File: config.mk
export PLATFORM = sky130hd
export DESIGN_NAME = startDebounce
export DESIGN_NICKNAME = d
export VERILOG_FILES = /design/src/startDebounce.sv
export VERILOG_INCLUDE_DIRS = /design/src
export SDC_FILE = /design/constraint.sdc
export NUM_CORES = 1
export LEC_CHECK = 0
export ABC_AREA = 1
export BUFFER_PORTS_ARGS = -buffer_cell sky130_fd_sc_hd__buf_2
export CAP_MARGIN = 20
export CORE_AREA = 3 3 40 42
export CTS_CLUSTER_SIZE = 14
export DETAILED_ROUTE_END_ITERATION = 12
export DIE_AREA = 0 0 43 45
export GPL_TIMING_DRIVEN = 0
export PLACE_DENSITY = 0.46
export SLEW_MARGIN = 10
export SYNTH_ARGS = -nofsm -noshare
export SYNTH_HDL_FRONTEND = slang
export SYNTH_SLANG_ARGS = --single-unit
File: constraint.sdc
create_clock -name clk -period 3.2 [get_ports clk]
set_input_delay 0 -clock clk [delete_from_list [all_inputs] [get_ports clk]]
set_output_delay 0 -clock clk [all_outputs]
set_load 0.1 [all_outputs]
File: src/pcAccel_defines.svh
// Sizing macros shared by the package, the RTL and the testbench
// PORT_WIDTH must hold the 2-bit opcode plus two buffer address fields
// BUF_DEPTH must equal 2**BUF_ADDR_WIDTH so that addresses wrap for free
`ifndef PCACCEL_DEFINES_SVH
`define PCACCEL_DEFINES_SVH

// ====================
// Pad and buffer
// ====================
// One pad beat carries exactly one buffer word
`define PORT_WIDTH 32

`define BUF_DEPTH 64
`define BUF_ADDR_WIDTH 6

// ====================
// Start button
// ====================
// Equal samples before the filtered level follows the pin
`define DEB_CYCLES 8

`endif

File: src/startDebounce.sv
// Debounce filter for the start button
// The pin goes through a two-flop synchronizer before it is filtered
// A run starts on release, i.e. when the filtered level falls
`timescale 1ns/100ps
`include "pcAccel_defines.svh"

module startDebounce (
    input  logic clk,
    input  logic arstN,
    input  logic button,
    output logic startPulse
);

    localparam int CNT_WIDTH = $clog2(`DEB_CYCLES);

    logic [1:0]           btnSync;
    logic [CNT_WIDTH-1:0] sampleCnt;
    logic                 btnLevel;
    logic                 btnLevelDly;

    always_ff @(posedge clk or negedge arstN) begin
        if (!arstN) begin
            btnSync     <= 2'b00;
            sampleCnt   <= '0;
            btnLevel    <= 1'b0;
            btnLevelDly <= 1'b0;
        end else begin
            btnSync     <= {btnSync[0], button};
            btnLevelDly <= btnLevel;
            // A sample equal to the level restarts the count
            if (btnSync[1] == btnLevel) begin
                sampleCnt <= '0;
            end else if (sampleCnt == CNT_WIDTH'(`DEB_CYCLES - 1)) begin
                sampleCnt <= '0;
                btnLevel  <= btnSync[1];
            end else begin
                sampleCnt <= sampleCnt + 1'b1;
            end
        end
    end

    // Falling edge of the filtered level
    assign startPulse = btnLevelDly & ~btnLevel;

endmodule

==> impl_metrics.ini <==
[status]
outcome = finished clean

[drt]
routedWlPerCell_um = 7.854
vias_per_cell = 3.604
vias = 173
met3_wirelength_um = 29
drc = 0
met2_wirelength_um = 208
drt-total-wl_um = 377
drt_iter0_markers = 2
ant_nets = 0
top_layer_used = met3
drt-met1-wl_um = 139
first_pass_iters = 2

[power]
ir_worst_vdd_uv = 256.5
p_clk_share_pct = 26.1
p_leak_nw = 0.1848
p_switching_mw = 0.1186
internal-power_mw = 0.1872
switching_share_pct = 38.79
finalPower_mw = 0.3058
pwr-share-comb_pct = 31.6
power.density_nw_per_um2 = 895.2
seq_power_share_pct = 42.3

[flow_run]
max-cap-violations = 0

[final_layout]
diodes = 0
mostFrequentLayoutCells = dfrtp_1, inv_1, nand2_1, nor2_1
final_common_cell = dfrtp_1
fin_util_pct = 26.58
area_growth_pct = 31.25
layout-drive-gt1-share_pct = 21.21
register_area_um2 = 175.2
final_cell_area_um2 = 341.6
fill_cells = 135
multiInputGateArea_um2 = 66.31
nNetsFinal = 39

[clock_tree]
cts-root-buf = clkbuf_4
ctsHtreeMaxLevel = 1
cts_tree = yes
numClockSinks = 7
insertion_delay_ns = 0.26
cts_made_buffers = 3
clk_path_buf_depth = 2
path_clk_slew_ns = 0.06
ctsResizeCount = 0

[timing]
skew_ns = 0.007298
min_period_ns = 1.189
tightest_slew_ns = 0.4845
postLayoutSetupSlackWorst_ns = 2.011
finalSetupViolations = 0
timing.slew.headroom_pct = 67.92
fin_crit_sh_pct = 37.16
slew_violations = 0
hold_viol = 0
max_freq_mhz = 840.9
rsz0062_at_grt = false
setup-tns-final_ns = 0

[worst_setup_path]
cp_max_fo = 4
worstPathRequired_ns = 3.20
cp_top_family = buffers and inverters
crit_buf_inv = 1
cp-start-kind = flip-flop
arrival_ns = 1.19
worstSetupPathType = flip-flop to output pin
crit_chain = nor2_1 > buf_2
max_stage_delay_ns = 0.43
crit_path_top_delay_cell = buf_2
cp-end-kind = output pin

[grt]
grt.overflow.total = 0
grt_antenna_before_repair = 0
grt_max_degree = 8
grtUsageTotal_pct = 5.700
first_global_vias = 177
grt_pass1_wl_um = 662

[yosys]
synth_top_area_share_pct = 67.31
syn-cell-area_um2 = 260.3
yosys.area.top_type = dfrtp_1
syn_avg_cell_area_um2 = 10.84
syn_nets = 29
synth_cell_type_count = 7
ys_seq_area_share_pct = 67.31
syn_inst = 24
yosys_warnings = 0
ys_seq_elements = 7
synthTopCellsByArea = dfrtp_1, ha_1, inv_1

[place]
placed_cell_area_um2 = 294.0
port_buffers = 3
gp_congestion = 0.6354
dp_slack_ns = 2.029

[die]
die_x_um = 43
start_util_pct = 20.25
rows = 13
core_area_um2 = 1285
io_pins = 4
fp.dieH_um = 45
die-area_um2 = 1935

[hold_path]
min_path_type = primary input to async pin
cell type report:
cell class,count,share of cell area (%)
multi-input combinational,12,19.41
clock buffer,3,6.593
clock inverter,1,1.465
inverter,5,5.494
tap,15,5.494
sequential,7,51.28
timing repair buffer,5,10.26
stage by stage:
step / cells / hold WS (ns)
finish: 48 / 0.1043
global route: 48 / 0.1017
CTS: 48 / 0.09726
detailed placement: 42 / -0.1605
global placement: 42 / -0.1656
floorplan: 24 / -0.2956
cell usage after synthesis:
cell type	instances
o21ai_0	1
or2_0	1
nor2_1	4
nand2_1	4
dfrtp_1	7
inv_1	5
ha_1	2
final timing paths:
kind | startpoint | endpoint | slack (ns) | cells after the start
worst min register to register | btnSync[0]$_DFF_PN0_ | btnSync[1]$_DFF_PN0_ | 0.35 | 0
worst min-delay path | arstN | sampleCnt[2]$_DFF_PN0_ | 0.10 | 2
worst max-delay path | btnLevel$_DFFE_PN0P_ | startPulse | 2.01 | 2
min in group clk | btnSync[0]$_DFF_PN0_ | btnSync[1]$_DFF_PN0_ | 0.35 | 0
max in group asynchronous | arstN | btnLevel$_DFFE_PN0P_ | 2.93 | 2
worst max register to register | sampleCnt[0]$_DFF_PN0_ | sampleCnt[0]$_DFF_PN0_ | 2.03 | 4
registers in the layout, summed over array words and instances, names as in the netlist:
signal       cells
btnLevelDly      1
sampleCnt        3
btnSync          2
btnLevel         1
power groups by stage:
stage,clock network [mW],registers (mW),logic (mW)
2_1_floorplan,0,0.127,0.0805
3_3_place_gp,0,0.129,0.0937
3_5_place_dp,0,0.132,0.0956
4_1_cts,0.0849,0.130,0.0986
5_1_grt,0.0921,0.133,0.108
6_report,0.0798,0.129,0.0968
kinds of logic (layout without fill, tap and decap cells):
| kind of cell | Yosys count | count (layout) | share of synthesized area, % |
|---|---|---|---|
| AO/OA/AOI/OAI | 1 | 1 | 1.921 |
| buffers and inverters | 5 | 14 | 7.212 |
| flip-flops | 7 | 7 | 67.31 |
| adder cells (fa/ha/maj) | 2 | 2 | 9.614 |
| AND/OR/NAND/NOR | 9 | 9 | 13.94 |
metal layers:
layer | vias up | track usage, %
li1 | 87 | -
met1 | 82 | 3.686
met2 | 4 | 8.683
met3 | 0 | 5.976
met4 | 0 | 5.422
met5 | - | 0
what timing repair did:
| item | CTS | global route |
|---|---|---|
| setup buffers | 0 | 0 |
| hold buffers | 2 | 0 |
| endpoints found under the setup margin | 0 | 0 |
| hold endpoints to repair | 8 | 0 |
No activity file was read; power rests on OpenSTA's default activity.
