===== config.mk =====
export PLATFORM = sky130hd
export DESIGN_NAME = hostInterface
export DESIGN_NICKNAME = d
export VERILOG_FILES = /design/src/pcAccelPkg.sv /design/src/hostInterface.sv
export VERILOG_INCLUDE_DIRS = /design/src
export SDC_FILE = /design/constraint.sdc
export NUM_CORES = 1
export LEC_CHECK = 0
export BUFFER_PORTS_ARGS = -buffer_cell sky130_fd_sc_hd__buf_2
export CORE_AREA = 2 2 90 92
export DETAILED_ROUTE_END_ITERATION = 16
export DIE_AREA = 0 0 92 94
export GPL_TIMING_DRIVEN = 0
export SYNTH_ARGS = -nofsm -noshare
export SYNTH_HDL_FRONTEND = slang
export SYNTH_SLANG_ARGS = --single-unit

===== constraint.sdc =====
create_clock -name clk -period 4.2 [get_ports clk]
set_clock_uncertainty 0.05 [all_clocks]
set_input_delay 0 -clock clk [delete_from_list [all_inputs] [get_ports clk]]
set_output_delay 0 -clock clk [all_outputs]
set_load 0.005 [all_outputs]

===== src/pcAccel_defines.svh =====
// Sizing macros shared by the package, the RTL and the testbench
// PORT_WIDTH must hold the 2-bit opcode plus two buffer address fields
// BUF_DEPTH must equal 2**BUF_ADDR_WIDTH so that addresses wrap for free
`ifndef PCACCEL_DEFINES_SVH
`define PCACCEL_DEFINES_SVH

// ====================
// Pad and buffer
// ====================
// One pad beat carries exactly one buffer word
`define PORT_WIDTH 32

`define BUF_DEPTH 64
`define BUF_ADDR_WIDTH 6

// ====================
// Start button
// ====================
// Equal samples before the filtered level follows the pin
`define DEB_CYCLES 8

`endif


===== src/pcAccelPkg.sv =====
// Types shared by the host interface, the control unit and the buffer
// Headers and payload words use the same pad bus, so one word has two views
`include "pcAccel_defines.svh"

package pcAccelPkg;

    // Command opcode
    // Code 3 has no name and decodes as a no-op
    typedef enum logic [1:0] {
        LOAD   = 2'd0,
        STORE  = 2'd1,
        FINISH = 2'd2
    } cmdOp_e;

    // Header view of one host word
    typedef struct packed {
        cmdOp_e                                     opcode;
        logic [`BUF_ADDR_WIDTH-1:0]                 lengthM1;
        logic [`BUF_ADDR_WIDTH-1:0]                 baseAddr;
        logic [`PORT_WIDTH-2-2*`BUF_ADDR_WIDTH-1:0] reserved;
    } cmdHdr_s;

    typedef union packed {
        cmdHdr_s                hdr;
        logic [`PORT_WIDTH-1:0] raw;
    } hostWord_u;

    typedef struct packed {
        logic [`PORT_WIDTH-1:0] dat;
        logic                   vld;
        logic                   last;
    } padBeat_s;

    typedef struct packed {
        logic [`BUF_ADDR_WIDTH-1:0] addr;
        logic [`PORT_WIDTH-1:0]     dat;
        logic                       vld;
    } bufWrite_s;

    typedef struct packed {
        logic [`BUF_ADDR_WIDTH-1:0] addr;
        logic                       vld;
    } bufRdReq_s;

endpackage


===== src/hostInterface.sv =====
// Register stages between the pad bus and the control unit
// One holding register inbound, so the pad takes at most one beat per two cycles
// The incoming last flag is ignored, lengths come from the command header
// Outbound beats wait in the output register until the host is ready
`timescale 1ns/100ps
`include "pcAccel_defines.svh"

module hostInterface
    import pcAccelPkg::*;
(
    input  logic      clk,
    input  logic      arstN,
    input  padBeat_s  padIn,
    output logic      padInRdy,
    output padBeat_s  padOut,
    input  logic      padOutRdy,
    input  logic      padOutEn,
    input  logic      rxEn,
    output hostWord_u hostWord,
    output logic      hostWordVld,
    input  logic      hostWordRdy,
    input  padBeat_s  sendBeat,
    output logic      sendRdy
);

    logic                   inVld;
    hostWord_u              inHold;

    logic                   outVld;
    logic                   outLast;
    logic [`PORT_WIDTH-1:0] outDat;

    logic                   padInTake;
    logic                   padOutTake;
    logic                   sendTake;

    // ====================
    // Inbound path
    // ====================
    // Host drives the bus, register free, controller listening
    assign padInRdy  = ~padOutEn & ~inVld & rxEn;
    assign padInTake = padIn.vld & padInRdy;

    always_ff @(posedge clk or negedge arstN) begin
        if (!arstN) begin
            inVld <= 1'b0;
        end else if (padInTake) begin
            inVld <= 1'b1;
        end else if (inVld & hostWordRdy) begin
            inVld <= 1'b0;
        end
    end

    always_ff @(posedge clk) begin
        if (padInTake) begin
            inHold.raw <= padIn.dat;
        end
    end

    assign hostWord    = inHold;
    assign hostWordVld = inVld;

    // ====================
    // Outbound path
    // ====================
    assign padOutTake = outVld & padOutRdy & padOutEn;
    // Stalls while a beat still waits on the host
    assign sendRdy    = padOutEn & (~outVld | padOutRdy);
    assign sendTake   = sendBeat.vld & sendRdy;

    always_ff @(posedge clk or negedge arstN) begin
        if (!arstN) begin
            outVld  <= 1'b0;
            outLast <= 1'b0;
        end else if (sendTake) begin
            outVld  <= 1'b1;
            outLast <= sendBeat.last;
        end else if (padOutTake) begin
            outVld  <= 1'b0;
            outLast <= 1'b0;
        end
    end

    always_ff @(posedge clk) begin
        if (sendTake) begin
            outDat <= sendBeat.dat;
        end
    end

    assign padOut = '{dat: outDat, vld: outVld, last: outLast};

endmodule


==> out/results.tsv <==
stage	metric	value	unit
run_status	status	complete, no violations	
critical_path	crit-reg2reg-launch	hostWordVld	
synth	synthAdderAreaFrac	0	%
clock_network	cts_buffers	9	
critical_path	required	4.11	ns
place	io_buffers	141	
layout	postLayoutCoreUtil	50.54	%
critical_path	crit_path_end_kind	flip-flop	
critical_path	r2r_slack	2.47	ns
clock_network	cts_setup_buffers	0	
synth	synthCells	80	
timing	clock.fmax	0.5783	GHz
clock_network	path_clk_slew	0.07	ns
floorplanning	fp.dieW	92	um
grt	grt_remaining_overflow	0	
synth	yosys.cell_types.count	13	
clock_network	cts_resized	0	
timing	drv_slew	0	
min_path	holdPathEnd	outLast	
synth	synth_top_area_share	91.70	%
synth	synth-simple-area-share	2.269	%
grt	grt_antenna_before_repair	0	
synth	synthXorXnorAreaFrac	0	%
detailed_routing	wire_per_inst	13.15	um
power	ir_worst_vdd	0.0002062	V
grt	grt_pass1_vias	1685	
min_path	min_path_type	in -> reg	
critical_path	worstPathCellList	nor3b_2 > and2_2	
clock_network	clk_path_buf_depth	2	
floorplanning	rows	32	
min_path	hold_depth	3	
clock_network	cts_tree	built	
job	max-cap-violations	0	
synth	synth-seq-cells	67	
place	gp_congestion	0.6667	
timing	final_hold_viol_count	0	
timing	max_slew_margin	48.68	%
clock_network	postCtsHoldBufs	70	
synth	synth_top_area_cell	edfxtp_1	
clock_network	cts_max_level	3	
timing	finalSetupViolations	0	
layout	fillCellCount	678	
critical_path	startpoint_type	flip-flop	
synth	avgSynthCellArea	26.20	sq um
detailed_routing	via_count	1578	
critical_path	cp_max_fo	33	
power	p_leak	1.636	nW
synth	syn_area	2096	sq um
detailed_routing	drt_wl_total	5.364	mm
detailed_routing	firstDrtPassIters	4	
detailed_routing	drtIter0Drc	29	
min_path	hold_start	padOutEn	
critical_path	critPathSlowestCell	and2_2	
detailed_routing	ant_nets	0	
synth	synth-compound-area-share	1.552	%
floorplanning	start_util	27.55	%
grt	grt_pass1_wl	7.962	mm
synth	synth_top_family_by_area	simple AND/OR/NAND/NOR gates	
timing	max_slew.worst_pin.slew	0.7699	ns
timing	fin_crit	1.729	ns
layout	area_growth	83.46	%
floorplanning	ioPinCount	143	
detailed_routing	drc	0	
synth	yosysWarnings	0	
power	p_per_area	383.5	nW/um^2
synth	yosysSeqAreaShare	95.28	%
detailed_routing	viasPerCell	3.868	
synth	yosys-top-cells-area	edfxtp_1 (92%), dfrtp_1 (3.6%), a22o_1 (0.84%)	
critical_path	cp.arrival	1.64	ns
grt	grt_max_degree	34	
layout	nets	376	
synth	synth.area.mux_share	0	%
layout	final_layout_size_suffix_gt1_share	52.94	%
critical_path	rr_endpoint	hostWord[17]	
grt	track_usage	12.63	%
timing	rsz0062_at_grt	no	
floorplanning	coreArea	7607	sq um
layout	antenna_cells	0	
timing	min_period_over_period	41.17	%
synth	syn_nets	154	
timing	setup_tns	0	ns
critical_path	worst_r2r_path_depth	2	
floorplanning	die_h	94	um
critical_path	critPathKind	reg -> reg	
clock_network	clk_latency	0.32	ns
floorplanning	die_area	8648	sq um
clock_network	ctsRootBufferMaster	clkbuf_8	
clock_network	cts.sinks	67	
critical_path	cp_slowest_stage_delay	0.68	ns
==> cell type report <==
cell class / instances / area (sq um) / area share, %
multi-input combinational: 10 / 81.33 / 2.115
sequential: 67 / 1997 / 51.94
buffer: 2 / 15.01 / 0.3905
clock inverter: 6 / 90.09 / 2.343
clock buffer: 9 / 123.9 / 3.222
inverter: 1 / 3.754 / 0.09762
tap: 102 / 127.6 / 3.319
timing repair buffer: 211 / 1406 / 36.58
==> report_power, final <==
group | internal (mW) | total [mW] | switching, mW
Sequential | 0.762 | 0.770 | 0.00775
Combinational | 0.0900 | 0.137 | 0.0465
Clock | 0.333 | 0.568 | 0.235
==> cell usage after synthesis <==
master and count:
and2_1 1, buf_4 2, inv_1 1, and3_4 1
nor3b_2 1, dfrtp_1 3, edfxtp_1 64, a22o_1 2
nand2_1 1, and2_2 1, nand2b_1 1, o211ai_1 1
a21o_1 1
==> worst max-delay path: cells and delay by family, from the launching register on <==
family	cells	cell delay, ns
simple gates	2	0.88
flops	1	0.41
==> metrics by stage <==
stage	instance area [sq um]	setup WS, ns	total power, mW	hold slack [ns]	std cells
6_report	3845	2.471	1.475	0.02220	408
3_3_place_gp	2929	2.019	0.8680	-0.2457	323
2_1_floorplan	2096	2.292	0.8072	-0.3456	80
4_1_cts	3844	1.937	1.501	0.01160	408
3_5_place_dp	2929	1.956	0.8706	-0.2472	323
5_1_grt	3845	2.386	1.548	0.02868	408
==> sequential cells by signal (all words and copies together), names as in the netlist <==
| name | count |
|---|---|
| outVld | 1 |
| outDat | 32 |
| outLast | 1 |
| hostWord | 32 |
| hostWordVld | 1 |
==> cell families after synthesis <==
group / Yosys count
AOI/OAI and AO/OA: 4
buffers and inverters: 3
DFF: 67
and+or+nand+nor: 6
==> cells in the final DEF (no fill, tap or decap) <==
master / synthesis / final
a21o_1: 1 / 1
a22o_1: 2 / 2
and2_2: 1 / 2
and3_4: 1 / 1
buf_2: 0 / 141
buf_4: 2 / 2
bufinv_16: 0 / 2
clkbuf_8: 0 / 9
clkinv_2: 0 / 1
clkinv_4: 0 / 1
clkinvlp_4: 0 / 1
dfrtp_1: 3 / 3
dlygate4sd3_1: 0 / 70
edfxtp_1: 64 / 64
inv_1: 1 / 1
inv_6: 0 / 1
nand2_1: 1 / 1
nand2b_1: 1 / 1
nor3b_2: 1 / 1
o211ai_1: 1 / 1
==> how the worst max path moves through the flow <==
stage	from	end	slack [ns]	depth (start not counted)
3_5_place_dp	hostWordVld	hostWord[14]	1.96	2
5_1_grt	hostWordVld	hostWord[6]	2.39	2
6_report	hostWordVld	hostWord[17]	2.47	2
3_3_place_gp	hostWordVld	hostWord[14]	2.02	2
2_1_floorplan	hostWordVld	hostWord[0]	2.29	2
4_1_cts	hostWordVld	hostWord[6]	1.94	2
==> layer usage <==
| metal | up-vias | share of wire, % | global-route usage (%) |
|---|---|---|---|
| met5 | - | 0 | 0 |
| met4 | 0 | 1.3 | 4.602 |
| met3 | 7 | 7.0 | 5.778 |
| met2 | 84 | 54 | 22.61 |
| met1 | 730 | 38 | 13.00 |
| li1 | 757 | - | - |
Power figures use the tool's default switching activity.
