## config.mk

```make
export PLATFORM = sky130hd
export DESIGN_NAME = controlUnit
export DESIGN_NICKNAME = d
export VERILOG_FILES = /design/src/pcAccelPkg.sv /design/src/controlUnit.sv
export VERILOG_INCLUDE_DIRS = /design/src
export SDC_FILE = /design/constraint.sdc
export NUM_CORES = 1
export LEC_CHECK = 0
export BUFFER_PORTS_ARGS = -buffer_cell sky130_fd_sc_hd__buf_4
export CAP_MARGIN = 20
export CORE_MARGIN = 4
export CORE_UTILIZATION = 33
export DETAILED_ROUTE_END_ITERATION = 8
export GPL_TIMING_DRIVEN = 0
export HOLD_SLACK_MARGIN = 0.02
export PLACE_DENSITY_LB_ADDON = 0.05
export SYNTH_ARGS = -nofsm -noshare
export SYNTH_HDL_FRONTEND = slang
export SYNTH_SLANG_ARGS = --single-unit
```

## constraint.sdc

```tcl
create_clock -name clk -period 2.9 [get_ports clk]
set_input_delay 0.435 -clock clk [delete_from_list [all_inputs] [get_ports clk]]
set_output_delay 0.435 -clock clk [all_outputs]
set_load 0.1 [all_outputs]
```

## src/pcAccel_defines.svh

```systemverilog
// Sizing macros shared by the package, the RTL and the testbench
// PORT_WIDTH must hold the 2-bit opcode plus two buffer address fields
// BUF_DEPTH must equal 2**BUF_ADDR_WIDTH so that addresses wrap for free
`ifndef PCACCEL_DEFINES_SVH
`define PCACCEL_DEFINES_SVH

// ====================
// Pad and buffer
// ====================
// One pad beat carries exactly one buffer word
`define PORT_WIDTH 32

`define BUF_DEPTH 64
`define BUF_ADDR_WIDTH 6

// ====================
// Start button
// ====================
// Equal samples before the filtered level follows the pin
`define DEB_CYCLES 8

`endif

```

## src/pcAccelPkg.sv

```systemverilog
// Types shared by the host interface, the control unit and the buffer
// Headers and payload words use the same pad bus, so one word has two views
`include "pcAccel_defines.svh"

package pcAccelPkg;

    // Command opcode
    // Code 3 has no name and decodes as a no-op
    typedef enum logic [1:0] {
        LOAD   = 2'd0,
        STORE  = 2'd1,
        FINISH = 2'd2
    } cmdOp_e;

    // Header view of one host word
    typedef struct packed {
        cmdOp_e                                     opcode;
        logic [`BUF_ADDR_WIDTH-1:0]                 lengthM1;
        logic [`BUF_ADDR_WIDTH-1:0]                 baseAddr;
        logic [`PORT_WIDTH-2-2*`BUF_ADDR_WIDTH-1:0] reserved;
    } cmdHdr_s;

    typedef union packed {
        cmdHdr_s                hdr;
        logic [`PORT_WIDTH-1:0] raw;
    } hostWord_u;

    typedef struct packed {
        logic [`PORT_WIDTH-1:0] dat;
        logic                   vld;
        logic                   last;
    } padBeat_s;

    typedef struct packed {
        logic [`BUF_ADDR_WIDTH-1:0] addr;
        logic [`PORT_WIDTH-1:0]     dat;
        logic                       vld;
    } bufWrite_s;

    typedef struct packed {
        logic [`BUF_ADDR_WIDTH-1:0] addr;
        logic                       vld;
    } bufRdReq_s;

endpackage

```

## src/controlUnit.sv

```systemverilog
// Command decoder and transfer sequencer for the host bus
// No command is taken before the first start pulse
// Buffer addresses wrap at BUF_DEPTH, a transfer covers lengthM1+1 words
// FINISH parks the unit until the next start pulse, which clears netFnh
`timescale 1ns/100ps
`include "pcAccel_defines.svh"

module controlUnit
    import pcAccelPkg::*;
(
    input  logic                   clk,
    input  logic                   arstN,
    input  logic                   startPulse,
    input  hostWord_u              hostWord,
    input  logic                   hostWordVld,
    output logic                   hostWordRdy,
    output logic                   rxEn,
    output bufWrite_s              wr,
    output bufRdReq_s              rdReq,
    input  logic                   rdReqRdy,
    input  logic [`PORT_WIDTH-1:0] rdDat,
    input  logic                   rdVld,
    output logic                   rdRdy,
    output padBeat_s               sendBeat,
    input  logic                   sendRdy,
    output logic                   padOutEn,
    output logic                   netFnh
);

    typedef enum logic [1:0] {
        ST_IDLE,
        ST_HEADER,
        ST_LOAD,
        ST_STORE
    } ctlState_e;

    ctlState_e                  state;
    logic [`BUF_ADDR_WIDTH-1:0] addr;
    logic [`BUF_ADDR_WIDTH-1:0] wordCnt;
    logic [`BUF_ADDR_WIDTH-1:0] sendCnt;
    logic                       reqPending;
    logic                       lastSent;

    logic                       wrVld;
    logic [`BUF_ADDR_WIDTH-1:0] wrAddr;
    logic [`PORT_WIDTH-1:0]     wrDat;

    logic                       hostTake;
    logic                       rdTake;
    logic                       sendTake;

    assign rxEn        = (state == ST_HEADER) | (state == ST_LOAD);
    assign hostWordRdy = rxEn;
    assign hostTake    = hostWordVld & hostWordRdy;

    // Read side of a store, buffer data goes straight to the pad stage
    assign rdReq    = '{addr: addr, vld: reqPending};
    assign rdTake   = reqPending & rdReqRdy;
    assign rdRdy    = sendRdy;
    assign sendBeat = '{dat: rdDat, vld: rdVld, last: (sendCnt == '0)};
    assign sendTake = rdVld & sendRdy;

    assign wr = '{addr: wrAddr, dat: wrDat, vld: wrVld};

    // ====================
    // Sequencer
    // ====================
    always_ff @(posedge clk or negedge arstN) begin
        if (!arstN) begin
            state      <= ST_IDLE;
            addr       <= '0;
            wordCnt    <= '0;
            sendCnt    <= '0;
            reqPending <= 1'b0;
            lastSent   <= 1'b0;
            wrVld      <= 1'b0;
            padOutEn   <= 1'b0;
            netFnh     <= 1'b0;
        end else begin
            wrVld <= 1'b0;
            case (state)
                ST_IDLE: begin
                    if (startPulse) begin
                        netFnh <= 1'b0;
                        state  <= ST_HEADER;
                    end
                end
                ST_HEADER: begin
                    if (hostTake) begin
                        addr    <= hostWord.hdr.baseAddr;
                        wordCnt <= hostWord.hdr.lengthM1;
                        sendCnt <= hostWord.hdr.lengthM1;
                        case (hostWord.hdr.opcode)
                            LOAD: begin
                                state <= ST_LOAD;
                            end
                            STORE: begin
                                // Bus turns toward the host right away
                                reqPending <= 1'b1;
                                padOutEn   <= 1'b1;
                                state      <= ST_STORE;
                            end
                            FINISH: begin
                                netFnh <= 1'b1;
                                state  <= ST_IDLE;
                            end
                            default: begin
                                state <= ST_HEADER;
                            end
                        endcase
                    end
                end
                ST_LOAD: begin
                    if (hostTake) begin
                        wrVld   <= 1'b1;
                        addr    <= addr + 1'b1;
                        wordCnt <= wordCnt - 1'b1;
                        if (wordCnt == '0) begin
                            state <= ST_HEADER;
                        end
                    end
                end
                ST_STORE: begin
                    if (rdTake) begin
                        addr    <= addr + 1'b1;
                        wordCnt <= wordCnt - 1'b1;
                        if (wordCnt == '0) begin
                            reqPending <= 1'b0;
                        end
                    end
                    if (sendTake) begin
                        sendCnt <= sendCnt - 1'b1;
                        if (sendCnt == '0) begin
                            lastSent <= 1'b1;
                        end
                    end
                    // Final beat leaves the pad stage on this edge
                    if (lastSent & sendRdy) begin
                        lastSent <= 1'b0;
                        padOutEn <= 1'b0;
                        state    <= ST_HEADER;
                    end
                end
                default: begin
                    state <= ST_IDLE;
                end
            endcase
        end
    end

    // Load payload, written one cycle after it is taken
    always_ff @(posedge clk) begin
        if ((state == ST_LOAD) && hostTake) begin
            wrAddr <= addr;
            wrDat  <= hostWord.raw;
        end
    end

endmodule

```

==> results.ini <==
[critical_path]
cp_common_cell=buf_4
setup.worst_path.end=rxEn
path_delay_family=buffers and inverters
r2r_cells=6
cpPeakStageDelay_ps=490
endpoint_kind=output pin
cp_slowest_cell=ha_1
reg2reg_slack_ps=990
r2r-end=wordCnt[0]
crit_cells=4
crit_type=reg -> out
crit_buf_inv=3
cp-startpoint=state[0]
worst_ep_required_time_ps=2470
critPathMaxFanout=6
cp-start-kind=register
cp_cell_sequence=inv_1 > ha_1 > buf_4 > buf_4
r2r_start=state[0]
crit_arrival_ps=1730

[detailed_routing]
dr_total_vias=2410
drtIter0Drc=116
routedWlPerCell_um=14.85
drt-total-wl_mm=7.499
dr.pass1.iters=5
drt_drc_violations_left=0
detail-route-antenna-nets=0
avgViaCountPerCell=4.772

[synthesis]
async_flop_share_pct=39.68
yosysTopAreaCell=edfxtp_1
synth_top_area_share_pct=37.21
synth.yosys.seq_area_share_pct=57.61
synth_edf_count=38
yosys_warnings=0
ys.flop_type=edfxtp_1
ys_ff_latch=63
syn_area_um2=3067
ys_top_cells_by_area=edfxtp_1 (37%), dfrtp_1 (20%), buf_4 (9.5%), ha_1 (3.7%), a21oi_1 (2.6%)
synth_common_cells=buf_4 (39), edfxtp_1 (38), dfrtp_1 (25)
ys_types=52
synthCells=256
syn-num-nets=336
synth.most_common_cell=buf_4
syn_area_per_cell_um2=11.98

[timing]
worst_pin_slew_ps=481.7
fmax_mhz=462.0
relSlewSlack_pct=67.88
min_period_over_period_pct=74.64
finalMaxSlewViolations=0
hold_viol=0
layout_min_cycle_time_ps=2165
finClkSkew_ps=10.38
rsz0062_at_grt=false
finalWorstSetupSlack_ps=735.3
fin_tns_setup_ps=0
setup_viol=0

[die]
num_rows=34
ios=156
die-width_um=104.4
die_h_um=104.4
core_um2=8891
start_util_pct=34.49
dieArea_um2=10900

[final_layout]
antenna_cells=0
fillers=839
area_growth_pct=41.70
drive_gt1_share_pct=49.87
fin_nets=472

[power_and_ir_drop]
pwr-share-comb_pct=54.0
switching_share_pct=49.88
p_leak_nw=1.930
seq_power_share_pct=29.7
clkPwrFrac_pct=16.3
vdd_drop_max_mv=0.9028
p_int_w=0.002285
p_per_area_nw_per_um2=1049
power_switching_w=0.002274

[placed_design]
hpwl_mm=5.542
place_congestion=0.7581
pre_cts_ws_ps=989.2
numPortBuffers=123

[grt]
track_usage_pct=13.87
grt_pass1_vias=2558
antenna_found_initial=0
grt_max_degree=26
grt_pass1_wl_mm=12.37
gr-total-overflow=0

[clocking]
cts_hold_buf=1
tritoncts=built
cts-resized-gates=0
clockBufferDepth=2
h-tree-depth=3
cts_made_buffers=9
cts_root_buf=clkbuf_8
clock_sinks=63
clkTransAtPathRegs_ps=70
clk_latency_ps=340
cts_setup_buffers=0

[worst_hold_path]
worst_hold_path_type=in -> reg

[outcome]
status=finished, final reports clean

[flow_run]
cap_violations=0

## placed cells by master, fill, tap and decap left out, types with 2 or more instances in the layout
master    Yosys  final
o21ai_0      11     11
buf_2         4      4
nor3_2        2      2
dfrtp_1      25     25
o32ai_1       3      3
clkbuf_1      1      2
nor2b_1       2      2
nor3_1        4      4
o21ai_1       6      6
o22ai_1       2      2
nand4_1       2      2
inv_1        10     10
mux2i_1       4      4
clkinv_2      0      3
ha_1          9      9
a41oi_1       3      3
o22a_1        4      4
nand2_1      15     15
a21oi_1      16     16
nor2_2        2      2
o31ai_1       2      2
buf_4        39    162
nor2_1       19     19
nand2b_1      2      2
nand3_1       3      3
clkbuf_8      0      9
edfxtp_1     38     38
## metal layers
layer / vias up / track usage (%) / share of wire [%]
met5: - / 0 / 0
met4: 0 / 4.084 / 1.3
met3: 9 / 4.718 / 9.1
met2: 127 / 22.19 / 46
met1: 1110 / 17.77 / 44
li1: 1164 / - / -
## cells by family (layout without fill, tap and decap cells)
group / after synthesis / in the layout / synth area share, %
AO/OA/AOI/OAI: 62 / 62 / 14.53
buffers and inverters: 55 / 196 / 11.91
AND/OR/NAND/NOR: 63 / 63 / 10.98
flip-flops: 63 / 63 / 57.61
multiplexers: 4 / 4 / 1.306
adder cells (fa/ha/maj): 9 / 9 / 3.672
## power by group through the flow
stage          registers, W  clock network, W  logic, W
3_3_place_gp        0.00137                 0   0.00245
5_1_grt             0.00139          0.000813   0.00266
2_1_floorplan       0.00190                 0   0.00140
3_5_place_dp        0.00137                 0   0.00248
6_report            0.00135          0.000745   0.00246
4_1_cts             0.00135          0.000769   0.00249
## flip-flops by register name (all words and copies together), names as in the netlist
register    cells
wrDat          32
addr            6
sendCnt         6
wordCnt         6
wrAddr          6
state           2
lastSent        1
netFnh          1
padOutEn        1
reqPending      1
wrVld           1
## area by class of cell
class | count | area, µm² | share of cell area (%)
clock inverters | 6 | 61.31 | 1.411
well taps | 108 | 135.1 | 3.110
flip-flops and latches | 63 | 1767 | 40.66
plain buffers | 45 | 327.8 | 7.544
clock buffers | 10 | 127.6 | 2.937
repair buffers | 125 | 953.4 | 21.94
inverters | 10 | 37.54 | 0.8638
multi-input cells | 138 | 935.9 | 21.54
## worst min path at each step
stage	start	endpoint	slack [ps]	cells past startpoint
finish	hostWord[17]	wrDat[17]	270	1
global route	hostWord[11]	wrDat[11]	240	1
floorplan	arstN	addr[0]	140	0
CTS	hostWord[0]	wrDat[0]	250	1
detailed placement	arstN	lastSent	380	1
global placement	arstN	lastSent	380	1
## metrics by stage
| stage | power, W | instance area, µm² | hold slack [ps] | instances | util (%) |
|---|---|---|---|---|---|
| 2_1_floorplan | 0.003295 | 3067 | 139.4 | 256 | - |
| 3_3_place_gp | 0.003812 | 4125 | 383.0 | 487 | 46.40 |
| 3_5_place_dp | 0.003851 | 4146 | 382.8 | 488 | 46.64 |
| 4_1_cts | 0.004610 | 4345 | 249.3 | 505 | 48.87 |
| 5_1_grt | 0.004854 | 4345 | 243.2 | 505 | 48.87 |
| 6_report | 0.004560 | 4345 | 265.6 | 505 | 48.87 |
No activity file was read; power rests on OpenSTA's default activity.
